## src/logic/rv_isa_pkg.sv

```systemverilog
`default_nettype none

package rv_isa_pkg;

	localparam int XLEN = 32;

	typedef enum logic [6:0] {
		OP_LOAD   = 7'b0000011,
		OP_IMM    = 7'b0010011,
		OP_AUIPC  = 7'b0010111,
		OP_STORE  = 7'b0100011,
		OP_REG    = 7'b0110011,
		OP_LUI    = 7'b0110111,
		OP_BRANCH = 7'b1100011,
		OP_JALR   = 7'b1100111,
		OP_JAL    = 7'b1101111
	} opcode_e;

	// branch conditions
	localparam logic [2:0] F3_BEQ  = 3'd0;
	localparam logic [2:0] F3_BNE  = 3'd1;
	localparam logic [2:0] F3_BLT  = 3'd4;
	localparam logic [2:0] F3_BGE  = 3'd5;
	localparam logic [2:0] F3_BLTU = 3'd6;
	localparam logic [2:0] F3_BGEU = 3'd7;

	// load and store access size
	localparam logic [2:0] F3_B  = 3'd0;
	localparam logic [2:0] F3_H  = 3'd1;
	localparam logic [2:0] F3_W  = 3'd2;
	localparam logic [2:0] F3_BU = 3'd4;
	localparam logic [2:0] F3_HU = 3'd5;

	typedef struct packed {
		logic [6:0] funct7;
		logic [4:0] rs2;
		logic [4:0] rs1;
		logic [2:0] funct3;
		logic [4:0] rd;
		opcode_e    opcode;
	} r_fmt_t;

	typedef struct packed {
		logic [11:0] imm;
		logic [4:0]  rs1;
		logic [2:0]  funct3;
		logic [4:0]  rd;
		opcode_e     opcode;
	} i_fmt_t;

	typedef struct packed {
		logic [6:0] imm_hi;
		logic [4:0] rs2;
		logic [4:0] rs1;
		logic [2:0] funct3;
		logic [4:0] imm_lo;
		opcode_e    opcode;
	} s_fmt_t;

	typedef struct packed {
		logic       imm12;
		logic [5:0] imm10_5;
		logic [4:0] rs2;
		logic [4:0] rs1;
		logic [2:0] funct3;
		logic [3:0] imm4_1;
		logic       imm11;
		opcode_e    opcode;
	} b_fmt_t;

	typedef struct packed {
		logic [19:0] imm;
		logic [4:0]  rd;
		opcode_e     opcode;
	} u_fmt_t;

	typedef struct packed {
		logic       imm20;
		logic [9:0] imm10_1;
		logic       imm11;
		logic [7:0] imm19_12;
		logic [4:0] rd;
		opcode_e    opcode;
	} j_fmt_t;

	typedef union packed {
		logic [XLEN-1:0] raw;
		r_fmt_t          r_fmt;
		i_fmt_t          i_fmt;
		s_fmt_t          s_fmt;
		b_fmt_t          b_fmt;
		u_fmt_t          u_fmt;
		j_fmt_t          j_fmt;
	} instr_u;

endpackage

`default_nettype wire

```

## src/logic/core_ctrl_pkg.sv

```systemverilog
`default_nettype none

package core_ctrl_pkg;

	typedef enum logic [3:0] {
		ALU_ADD, ALU_SUB, ALU_SLL, ALU_SLT, ALU_SLTU,
		ALU_XOR, ALU_SRL, ALU_SRA, ALU_OR, ALU_AND,
		ALU_EQ, ALU_NE, ALU_GE, ALU_GEU
	} alu_op_e;

	typedef enum logic [1:0] {
		ST_IDLE,
		ST_FETCH,
		ST_EXECUTE,
		ST_WRITEBACK
	} core_state_e;

	typedef enum logic [2:0] {
		WB_NONE,
		WB_ALU,
		WB_MEM,
		WB_PC4,
		WB_IMM
	} wb_sel_e;

	typedef struct packed {
		alu_op_e    alu_op;
		logic       b_is_imm;
		logic       a_is_pc;
		wb_sel_e    wb_sel;
		logic       is_branch;
		logic       is_jump;   // jal and jalr, target comes from the ALU
		logic       mem_we;
		logic       mem_re;
		logic [2:0] funct3;
	} ctrl_t;

	typedef struct packed {
		logic [31:0] pc;
		logic [4:0]  rd;
		logic        we;
		logic [31:0] data;
	} retire_t;

endpackage

`default_nettype wire

```

## src/logic/instr_decode.sv

```systemverilog
`timescale 1ns/1ps
`default_nettype none

module instr_decode (
	input  rv_isa_pkg::instr_u          instr_i,
	output logic [4:0]                  rs1_o,
	output logic [4:0]                  rs2_o,
	output logic [4:0]                  rd_o,
	output logic [rv_isa_pkg::XLEN-1:0] imm_o,
	output core_ctrl_pkg::ctrl_t        ctrl_o
);
	import rv_isa_pkg::*;
	import core_ctrl_pkg::*;

	logic [XLEN-1:0] i_imm;
	logic [XLEN-1:0] s_imm;
	logic [XLEN-1:0] b_imm;
	logic [XLEN-1:0] u_imm;
	logic [XLEN-1:0] j_imm;
	logic            is_reg;
	logic            sra_bit;
	alu_op_e         arith_op;
	alu_op_e         cmp_op;

	assign i_imm = {{20{instr_i.i_fmt.imm[11]}}, instr_i.i_fmt.imm};
	assign s_imm = {{20{instr_i.s_fmt.imm_hi[6]}}, instr_i.s_fmt.imm_hi, instr_i.s_fmt.imm_lo};
	assign b_imm = {{19{instr_i.b_fmt.imm12}}, instr_i.b_fmt.imm12, instr_i.b_fmt.imm11,
		instr_i.b_fmt.imm10_5, instr_i.b_fmt.imm4_1, 1'b0};
	assign u_imm = {instr_i.u_fmt.imm, 12'b0};
	assign j_imm = {{11{instr_i.j_fmt.imm20}}, instr_i.j_fmt.imm20, instr_i.j_fmt.imm19_12,
		instr_i.j_fmt.imm11, instr_i.j_fmt.imm10_1, 1'b0};

	assign rs1_o = instr_i.r_fmt.rs1;
	assign rs2_o = instr_i.r_fmt.rs2;
	assign rd_o = instr_i.r_fmt.rd;

	assign is_reg = instr_i.r_fmt.opcode == OP_REG;
	assign sra_bit = i_imm[10];   // word bit 30 in both formats

	always_comb
	begin
		case (instr_i.r_fmt.funct3)
			3'd0: arith_op = (is_reg && instr_i.r_fmt.funct7[5]) ? ALU_SUB : ALU_ADD;
			3'd1: arith_op = ALU_SLL;
			3'd2: arith_op = ALU_SLT;
			3'd3: arith_op = ALU_SLTU;
			3'd4: arith_op = ALU_XOR;
			3'd5: arith_op = sra_bit ? ALU_SRA : ALU_SRL;
			3'd6: arith_op = ALU_OR;
			default: arith_op = ALU_AND;
		endcase
		case (instr_i.b_fmt.funct3)
			F3_BNE:  cmp_op = ALU_NE;
			F3_BLT:  cmp_op = ALU_SLT;
			F3_BGE:  cmp_op = ALU_GE;
			F3_BLTU: cmp_op = ALU_SLTU;
			F3_BGEU: cmp_op = ALU_GEU;
			default: cmp_op = ALU_EQ;
		endcase
	end

	always_comb
	begin
		ctrl_o = '0;
		ctrl_o.alu_op = ALU_ADD;
		ctrl_o.funct3 = instr_i.r_fmt.funct3;
		imm_o = i_imm;
		case (instr_i.r_fmt.opcode)
			OP_REG:
			begin
				ctrl_o.alu_op = arith_op;
				ctrl_o.wb_sel = WB_ALU;
			end
			OP_IMM:
			begin
				ctrl_o.alu_op = arith_op;
				ctrl_o.b_is_imm = 1'b1;
				ctrl_o.wb_sel = WB_ALU;
			end
			OP_LOAD:
			begin
				ctrl_o.b_is_imm = 1'b1;
				ctrl_o.mem_re = 1'b1;
				ctrl_o.wb_sel = WB_MEM;
			end
			OP_STORE:
			begin
				ctrl_o.b_is_imm = 1'b1;
				ctrl_o.mem_we = 1'b1;
				imm_o = s_imm;
			end
			OP_BRANCH:
			begin
				ctrl_o.alu_op = cmp_op;
				ctrl_o.is_branch = 1'b1;
				imm_o = b_imm;
			end
			OP_JAL:
			begin
				ctrl_o.a_is_pc = 1'b1;
				ctrl_o.b_is_imm = 1'b1;
				ctrl_o.is_jump = 1'b1;
				ctrl_o.wb_sel = WB_PC4;
				imm_o = j_imm;
			end
			OP_JALR:
			begin
				ctrl_o.b_is_imm = 1'b1;
				ctrl_o.is_jump = 1'b1;
				ctrl_o.wb_sel = WB_PC4;
			end
			OP_LUI:
			begin
				ctrl_o.wb_sel = WB_IMM;
				imm_o = u_imm;
			end
			OP_AUIPC:
			begin
				ctrl_o.a_is_pc = 1'b1;
				ctrl_o.b_is_imm = 1'b1;
				ctrl_o.wb_sel = WB_ALU;
				imm_o = u_imm;
			end
			default: ctrl_o.wb_sel = WB_NONE;   // retires with no write
		endcase
	end

endmodule

`default_nettype wire

```

## config.mk

```make
export PLATFORM = sky130hd
export DESIGN_NAME = instr_decode
export DESIGN_NICKNAME = d
export VERILOG_FILES = /design/src/logic/rv_isa_pkg.sv /design/src/logic/core_ctrl_pkg.sv /design/src/logic/instr_decode.sv
export SDC_FILE = /design/constraint.sdc
export NUM_CORES = 1
export LEC_CHECK = 0
export ABC_AREA = 1
export BUFFER_PORTS_ARGS = -buffer_cell sky130_fd_sc_hd__buf_4
export CAP_MARGIN = 30
export CORE_MARGIN = 5
export CORE_UTILIZATION = 32
export DETAILED_ROUTE_END_ITERATION = 10
export PLACE_DENSITY_LB_ADDON = 0.15
export SYNTH_ARGS = -nofsm -noshare
export SYNTH_HDL_FRONTEND = slang
export SYNTH_SLANG_ARGS = --single-unit
export TNS_END_PERCENT = 1
```

## constraint.sdc

```tcl
create_clock -name vclk -period 0.99
set_input_delay 0.1485 -clock vclk [all_inputs]
set_output_delay 0.1485 -clock vclk [all_outputs]
set_load 0.005 [all_outputs]
```

==> results.py, run 1 <==
metrics = {
    "clock_network": {
        "post_cts_hold_buffer_count": 0,
        "postCtsSetupRepairBufs": 0,
    },
    "die": {
        "die_w_um": 60.3,
        "top_level_ports": 95,
        "floorplan.die_area_um2": 3630,
        "num_rows": 18,
        "floorplan.die.height_um": 60.3,
        "design.core.area_um2": 2450,
        "floorplan.initialDensity_pct": 32.9,
    },
    "grt": {
        "grt_util_all_layers_pct": 16.1,
        "grt_pass1_wl_mm": 4.79,
        "met1_usage_pct": 19.9,
        "grt_pass1_vias": 1140,
        "grt_start_max_net_pins": 12,
        "global_route.peak_usage_layer": "met2",
        "antenna_found_initial": 0,
        "gr-usage-met2_pct": 31.3,
        "global_route.overflow_total": 0,
        "grt.met3_usage_pct": 1.51,
    },
    "setup_path": {
        "critical_path_class": "input port to primary output",
        "setup.worst_path.start_class": "input port",
        "worstPathArrival_ns": 1.17,
        "worstPathCellList": "buf_4 -> inv_4 -> nand4_1 -> nor2_4 -> buf_4 -> o21ai_1 -> o21ai_1 -> buf_4",
        "timing.critical_path.to_type": "primary output",
        "worstPathRequired_ns": 0.84,
        "critical-path-top-cell-by-count": "sky130_fd_sc_hd__buf_4",
        "critical_path.max_stage_delay_ns": 0.20,
        "path_max_fanout": 5,
        "slowest_stage": "sky130_fd_sc_hd__nand4_1",
    },
    "yosys": {
        "synth.net_count": 193,
        "post_synth_inst_count": 161,
        "yosys_warnings": 0,
        "netlist_area_um2": 808,
        "yosys-top-cells-count": "sky130_fd_sc_hd__nand2_1 (51), sky130_fd_sc_hd__buf_4 (19), sky130_fd_sc_hd__inv_1 (18), sky130_fd_sc_hd__o21ai_1 (15), sky130_fd_sc_hd__nand3_1 (12)",
        "synth.avg_cell_area_um2": 5.02,
        "synth_largest_type_area_fraction_pct": 23.7,
        "ys_seq_area_share_pct": 0,
        "synthDistinctLibCells": 25,
        "post_synth_main_area_contributors": "sky130_fd_sc_hd__nand2_1 (24%), sky130_fd_sc_hd__buf_4 (18%), sky130_fd_sc_hd__o21ai_1 (9.3%), sky130_fd_sc_hd__inv_1 (8.4%), sky130_fd_sc_hd__nand3_1 (7.4%)",
        "synth_area_leader_cell": "sky130_fd_sc_hd__nand2_1",
        "synth_most_common_cell": "sky130_fd_sc_hd__nand2_1",
    },
    "routing": {
        "postRouteWirelength_mm": 3.43,
        "postRouteAntennaNets": 0,
        "drt-initial-drc-count": 57,
        "routed_wire_length_per_instance_um": 11.6,
        "dr_total_vias": 1332,
        "detailedRoute.firstPassIterationCount": 4,
        "drt_drc_violations_left": 0,
        "routed_via_density": 4.52,
    },
    "sta": {
        "finalCritPeriodShare_pct": 133,
        "minimum_hold_slack_ns": 0.475,
        "setup_slack_ns": -0.329,
        "max_slew_margin_pct": 79.2,
        "slew_violations": 0,
        "final.min_clock_period_ns": 1.32,
        "setup_repair_after_global_routing_missed_its_margin": "true",
        "report.final.setup_viol": 44,
        "worst-slew-pin-transition_ns": 0.309,
        "timing.final.hold_violations": 0,
        "fmax_ghz": 0.758,
    },
    "finish": {
        "n_sequential_cell": 0,
        "layout.core_utilization_pct": 72.0,
        "share_of_post_route_cells_with_drive_strength_above_1_pct": 55.8,
        "area_growth_pct": 119,
        "post_layout_nonfiller_instances": 295,
        "count_of_clock_net_buffers_in_the_final_layout": 0,
        "nets_final": 299,
        "antennaDiodeCount": 0,
        "area.sequential_um2": 0,
    },
    "placement": {
        "port_buffers": 95,
        "instance_count_after_placement_with_tap_cells_included": 295,
        "place_hpwl_mm": 2.83,
        "gpl_wtd_cong": 0.797,
        "pre_cts_ws_ns": -0.347,
    },
    "power": {
        "total_power_uw": 607,
        "power.leakage_nw": 1.05,
        "max-vdd-ir-drop_uv": 255,
        "powerDensity_nw_per_um2": 343,
    },
    "status": {
        "failed_checks": "setup timing",
        "status": "complete, but fails checks",
    },
    "flow_run": {
        "cap_viol_max_count": 0,
    },
    "min_path": {
        "min-delay-path-class": "input port to primary output",
    },
}
## worst max-delay path, delay by kind of cell
family | cells | cell delay [ns]
AO/OA/AOI/OAI | 2 | 0.12
buffers and inverters | 4 | 0.48
AND/OR/NAND/NOR | 2 | 0.40
## final timing paths
kind	from	depth (start not counted)	end	slack [ns]
setup / recovery	instr_i[2]	8	ctrl_o[13]	-0.33
hold / removal	instr_i[8]	2	rd_o[1]	0.47
## repair_timing
action                                  in CTS  in global routing
gates cloned                                 0                  0
endpoints found under the setup margin      44                 44
pin swaps                                    2                  2
hold endpoints to repair                     0                  0
resized for setup                            6                 13
## through the flow
step | instance area, µm² | setup TNS, ns
2_1_floorplan | 855 | -0.0380
3_3_place_gp | 1690 | -10.83
5_1_grt | 1770 | -13.04
3_5_place_dp | 1690 | -11.24
6_report | 1770 | -10.09
4_1_cts | 1710 | -10.35
## per-layer routing
metal / routed length (µm) / vias to the layer above
li1: - / 707
met1: 1270 / 581
met2: 1840 / 44
met3: 326 / 0
met4: 0 / 0
met5: 0 / -
## where the power goes
group | switching (mW) | total [mW] | internal [mW] | leakage, nW
combinational | 0.259 | 0.607 | 0.348 | 1.05
clock | 0 | 0 | 0 | 0
sequential | 0 | 0 | 0 | 0
## area by class of cell
class | instances | area [µm²]
Timing Repair Buffer | 126 | 981
Tap cell | 30 | 37.5
Fill cell | 231 | 687
Inverter | 24 | 100
Multi-Input combinational cell | 115 | 649
## cell usage in the layout (no fill, tap or decap), types with 2 or more instances in the layout
master                    count
sky130_fd_sc_hd__nand2_1     51
sky130_fd_sc_hd__inv_1       18
sky130_fd_sc_hd__nor3_4       3
sky130_fd_sc_hd__buf_4      121
sky130_fd_sc_hd__nand4_1      5
sky130_fd_sc_hd__inv_2        3
sky130_fd_sc_hd__nor2_4       3
sky130_fd_sc_hd__buf_6        2
sky130_fd_sc_hd__buf_8        2
sky130_fd_sc_hd__nor2_1       9
sky130_fd_sc_hd__o21ai_1     15
sky130_fd_sc_hd__nand3_1     12
sky130_fd_sc_hd__nand2_4      3
sky130_fd_sc_hd__nand2_8      2
sky130_fd_sc_hd__nor2_2       2
## cell families (layout without fill, tap and decap cells)
logic type | count (synthesis) | count (layout) | share of synthesized area, %
and+or+nand+nor | 95 | 95 | 56.3
AOI/OAI and AO/OA | 19 | 19 | 12.1
xor gates and xnor gates | 1 | 1 | 1.08
buffers and inverters | 46 | 150 | 30.5
Note: power is estimated with default switching activity, not from simulation.
==> run 2, diff against run 1 <==
==> constraint.sdc (replaced) <==
create_clock -name vclk -period 1.2
set_input_delay 0.18 -clock vclk [all_inputs]
set_output_delay 0.18 -clock vclk [all_outputs]
set_load 0.005 [all_outputs]
==> results.py, run 2 (same netlist as run 1, synthesis figures left out) <==
metrics = {
    "status": {
        "status": "complete, but fails checks",
        "failed_checks": "setup timing",
    },
    "setup_path": {
        "timing.critical_path.to_type": "primary output",
        "worstPathArrival_ns": 1.19,
        "timing.critical_path.buf_inv": 6,
        "critical-path-top-cell-by-count": "sky130_fd_sc_hd__buf_4",
        "critical_path.max_stage_delay_ns": 0.20,
        "path_max_fanout": 5,
        "slowest_stage": "sky130_fd_sc_hd__nor3_4",
        "worstPathRequired_ns": 1.02,
        "worstPathCellList": "buf_12 -> inv_8 -> buf_12 -> nor3_4 -> nand2_4 -> buf_4 -> buf_4 -> nand2_1 -> buf_4",
        "critical_path_class": "input port to primary output",
        "critical_path.top_delay_family": "buffers and inverters",
        "setup.worst_path.start_class": "input port",
    },
    "routing": {
        "routed_via_density": 4.70,
        "postRouteWirelength_mm": 3.76,
        "routed_wire_length_per_instance_um": 12.4,
        "postRouteAntennaNets": 0,
        "drt-initial-drc-count": 49,
        "drt_drc_violations_left": 0,
        "dr_total_vias": 1419,
        "detailedRoute.firstPassIterationCount": 4,
    },
    "die": {
        "design.core.area_um2": 2450,
        "floorplan.initialDensity_pct": 32.9,
        "top_level_ports": 95,
        "floorplan.die_area_um2": 3630,
        "die_w_um": 60.3,
        "num_rows": 18,
        "floorplan.die.height_um": 60.3,
    },
    "grt": {
        "grt_start_max_net_pins": 10,
        "grt_pass1_vias": 1326,
        "global_route.overflow_total": 0,
        "grt_pass1_wl_mm": 5.67,
        "antenna_found_initial": 0,
        "grt_util_all_layers_pct": 19.5,
    },
    "sta": {
        "worst-slew-pin-transition_ns": 0.307,
        "setup_slack_ns": -0.168,
        "report.final.setup_viol": 31,
        "minimum_hold_slack_ns": 0.538,
        "finalCritPeriodShare_pct": 114,
        "timing.final.hold_violations": 0,
        "setup_repair_after_global_routing_missed_its_margin": "true",
        "fin_tns_setup_ns": -3.37,
        "max_slew_margin_pct": 79.4,
        "fmax_ghz": 0.731,
        "final.min_clock_period_ns": 1.37,
        "slew_violations": 0,
    },
    "power": {
        "total_power_uw": 545,
        "switchingPower_uw": 229,
        "max-vdd-ir-drop_uv": 209,
        "share_of_power_burned_in_the_clock_network_pct": 0,
        "switching_share_pct": 42.0,
        "share_comb_of_total_power_pct": 100.0,
        "powerDensity_nw_per_um2": 286,
        "seq_power_share_pct": 0,
        "power.leakage_nw": 1.11,
        "intPower_uw": 316,
    },
    "finish": {
        "n_sequential_cell": 0,
        "area_growth_pct": 136,
        "area.sequential_um2": 0,
        "layout_commonest_cell": "sky130_fd_sc_hd__buf_4",
        "share_of_post_route_cells_with_drive_strength_above_1_pct": 62.5,
        "nets_final": 306,
        "layout_common_cells": "sky130_fd_sc_hd__buf_4 (118), sky130_fd_sc_hd__nand2_1 (36), sky130_fd_sc_hd__inv_1 (17)",
        "filler_cell_count": 210,
        "antennaDiodeCount": 0,
        "count_of_clock_net_buffers_in_the_final_layout": 0,
    },
    "placement": {
        "port_buffers": 95,
        "place_hpwl_mm": 2.97,
        "pre_cts_ws_ns": -0.249,
        "gpl_wtd_cong": 0.831,
    },
    "min_path": {
        "min-delay-path-class": "input port to primary output",
        "hold_path_depth": 2,
        "hold_path_startpoint": "instr_i[10]",
        "hold-path-endpoint": "rd_o[3]",
    },
    "flow_run": {
        "cap_viol_max_count": 0,
    },
}
==> run 2: changes by cell type in the layout (fill, tap and decap cells not counted), moves of 2 or more <==
cell	change
sky130_fd_sc_hd__buf_12	+3
sky130_fd_sc_hd__buf_4	-3
sky130_fd_sc_hd__buf_6	+7
sky130_fd_sc_hd__inv_2	+2
sky130_fd_sc_hd__nand2_1	-15
sky130_fd_sc_hd__nand2_2	+15
==> run 2: through the flow <==
stage,util [%],cell area [µm²],cells
after CTS,75.8,1860,299
after global placement,68.9,1690,299
final,77.7,1910,302
after detailed placement,68.9,1690,299
after global routing,77.7,1910,302
after floorplan,-,808,161
==> run 2: power by group through the flow <==
stage | combinational, mW | clock [mW] | sequential (mW)
2_1_floorplan | 0.178 | 0 | 0
3_3_place_gp | 0.472 | 0 | 0
3_5_place_dp | 0.478 | 0 | 0
4_1_cts | 0.535 | 0 | 0
5_1_grt | 0.591 | 0 | 0
6_report | 0.545 | 0 | 0
==> run 2: per-layer routing <==
layer / GRT usage [%] / vias up / wire length (µm)
met4: 2.85 / 0 / 54
met1: 22.9 / 634 / 1270
li1: - / 718 / -
met5: 0 / - / 0
met3: 2.16 / 6 / 339
met2: 37.8 / 61 / 2090
==> run 2: timing repair <==
| action | CTS | global route |
|---|---|---|
| hold buffers | 0 | 0 |
| resized for setup | 46 | 8 |
| setup buffers | 0 | 3 |
| pin swaps | 7 | 5 |
| endpoints found under the setup margin | 42 | 43 |
==> run 2: cell type report <==
class / count / area [µm²] / share of cell area, %
repair buffers: 133 / 1100 / 57.5
multi-input cells: 115 / 672 / 35.2
inverters: 24 / 100 / 5.25
well taps: 30 / 37.5 / 1.97
==> run 2: how the worst max path moves through the flow <==
stage	to	slack, ns	from	depth (start not counted)
2_1_floorplan	ctrl_o[12]	0.09	instr_i[12]	10
3_3_place_gp	imm_o[0]	-0.20	instr_i[2]	7
3_5_place_dp	imm_o[0]	-0.25	instr_i[2]	7
4_1_cts	imm_o[14]	-0.18	instr_i[0]	10
5_1_grt	imm_o[2]	-0.23	instr_i[2]	9
6_report	ctrl_o[10]	-0.17	instr_i[2]	9
==> run 3, diff against run 2 <==
--- a/config.mk
+++ b/config.mk
@@ -9,9 +9,11 @@
 export BUFFER_PORTS_ARGS = -buffer_cell sky130_fd_sc_hd__buf_4
 export CAP_MARGIN = 30
 export CORE_MARGIN = 5
-export CORE_UTILIZATION = 32
+export CORE_UTILIZATION = 35
 export DETAILED_ROUTE_END_ITERATION = 10
 export PLACE_DENSITY_LB_ADDON = 0.15
+export SETUP_SLACK_MARGIN = 0.05
+export SKIP_LAST_GASP = 1
 export SYNTH_ARGS = -nofsm -noshare
 export SYNTH_HDL_FRONTEND = slang
 export SYNTH_SLANG_ARGS = --single-unit
==> constraint.sdc (replaced) <==
create_clock -name vclk -period 1.5
set_input_delay 0.225 -clock vclk [all_inputs]
set_output_delay 0.225 -clock vclk [all_outputs]
set_load 0.005 [all_outputs]
==> results.py, run 3 (same netlist as run 1, synthesis figures left out) <==
metrics = {
    "routing": {
        "drt_drc_violations_left": 0,
        "postRouteWirelength_mm": 3.29,
        "drt-initial-drc-count": 27,
        "dr_total_vias": 1300,
        "routed_wire_length_per_instance_um": 11.8,
        "postRouteAntennaNets": 0,
        "detailedRoute.firstPassIterationCount": 4,
        "routed_via_density": 4.68,
    },
    "grt": {
        "grt_start_max_net_pins": 12,
        "grt_util_all_layers_pct": 16.7,
        "antenna_found_initial": 0,
        "grt_pass1_vias": 1127,
        "grt_pass1_wl_mm": 4.81,
        "global_route.overflow_total": 0,
    },
    "finish": {
        "post_layout_nonfiller_instances": 278,
        "share_of_post_route_cells_with_drive_strength_above_1_pct": 54.0,
        "nets_final": 284,
        "layout_commonest_cell": "sky130_fd_sc_hd__buf_4",
        "antennaDiodeCount": 0,
        "area.sequential_um2": 0,
        "area_growth_pct": 102,
        "layout_common_cells": "sky130_fd_sc_hd__buf_4 (103), sky130_fd_sc_hd__nand2_1 (46), sky130_fd_sc_hd__inv_1 (18)",
        "filler_cell_count": 226,
        "multi_input_comb_area_um2": 627,
        "layout.core_utilization_pct": 73.8,
        "n_sequential_cell": 0,
        "count_of_clock_net_buffers_in_the_final_layout": 0,
    },
    "status": {
        "status": "completed",
    },
    "setup_path": {
        "path_max_fanout": 5,
        "worstPathArrival_ns": 1.26,
        "setup.worst_path.start_class": "input port",
        "slowest_stage": "sky130_fd_sc_hd__nor3_4",
        "crit_path_capture": "imm_o[1]",
        "critical_path.max_stage_delay_ns": 0.22,
        "setup.worst_path.start": "instr_i[0]",
        "critical_path_class": "input port to primary output",
        "worstPathRequired_ns": 1.27,
        "worstPathCellList": "buf_6 -> nand2_8 -> buf_6 -> nor3_4 -> nand2_4 -> nand2_4 -> nor2_2 -> nand2_1 -> nand3_1 -> buf_4",
        "timing.critical_path.to_type": "primary output",
    },
    "flow_run": {
        "cap_viol_max_count": 0,
    },
    "sta": {
        "setup_repair_after_global_routing_missed_its_margin": "true",
        "finalCritPeriodShare_pct": 99.0,
        "max_slew_margin_pct": 79.5,
        "slew_violations": 0,
        "final.min_clock_period_ns": 1.48,
        "timing.final.hold_violations": 0,
        "report.final.setup_viol": 0,
        "fin_tns_setup_ns": 0,
        "worst-slew-pin-transition_ns": 0.305,
        "fmax_ghz": 0.674,
    },
    "die": {
        "design.core.area_um2": 2210,
        "floorplan.initialDensity_pct": 36.5,
        "die_w_um": 58.1,
        "num_rows": 17,
        "top_level_ports": 95,
        "floorplan.die_area_um2": 3370,
        "floorplan.die.height_um": 58.1,
    },
    "power": {
        "power.leakage_nw": 0.959,
        "max-vdd-ir-drop_uv": 146,
        "powerDensity_nw_per_um2": 228,
    },
    "min_path": {
        "min-delay-path-class": "input port to primary output",
        "hold_path_depth": 2,
    },
    "placement": {
        "place_hpwl_mm": 2.62,
        "gpl_wtd_cong": 0.830,
        "port_buffers": 95,
        "instance_count_after_placement_with_tap_cells_included": 275,
    },
    "clock_network": {
        "post_cts_hold_buffer_count": 0,
    },
}
==> run 3: timing repair <==
action,4_1_cts,5_1_grt
pin swaps,0,7
resized for setup,1,23
endpoints found under the setup margin,26,33
setup buffers,0,3
==> run 3: routing by layer <==
layer / global-route usage (%) / vias up / routed length [µm]
li1: - / 671 / -
met5: 0 / - / 0
met2: 31.0 / 48 / 1690
met3: 3.34 / 0 / 351
met4: 0.662 / 0 / 0
met1: 20.6 / 581 / 1250
==> run 3: area by class of cell <==
type | count | area share [%]
inverters | 24 | 5.98
multi-input cells | 115 | 38.4
well taps | 28 | 2.15
repair buffers | 111 | 53.5
==> run 3: through the flow <==
stage | hold WS, ns | cell area [µm²] | power (mW) | worst slack (ns)
2_1_floorplan | 0.485 | 808 | 0.143 | 0.297
3_3_place_gp | 0.629 | 1510 | 0.341 | -0.0139
3_5_place_dp | 0.629 | 1510 | 0.344 | -0.0275
4_1_cts | 0.629 | 1510 | 0.345 | 0.0243
5_1_grt | 0.634 | 1630 | 0.408 | -0.0505
6_report | 0.629 | 1630 | 0.373 | 0.0157
==> run 3: how the worst min path moves through the flow <==
| stage | startpoint | end | slack [ns] |
|---|---|---|---|
| 2_1_floorplan | instr_i[3] | ctrl_o[9] | 0.49 |
| 3_3_place_gp | instr_i[15] | rs1_o[0] | 0.63 |
| 3_5_place_dp | instr_i[19] | rs1_o[4] | 0.63 |
| 4_1_cts | instr_i[19] | rs1_o[4] | 0.63 |
| 5_1_grt | instr_i[16] | rs1_o[1] | 0.63 |
| 6_report | instr_i[17] | rs1_o[2] | 0.63 |
==> run 3: where the power goes <==
group          internal, mW  switching (mW)  leakage (nW)
registers                 0               0             0
logic                 0.208           0.164         0.959
clock network             0               0             0
total                 0.208           0.164         0.959
==> run 3: critical path: cells and delay by family <==
kind          cells  cell delay, ns
buf+inv           3            0.35
simple gates      7            0.68
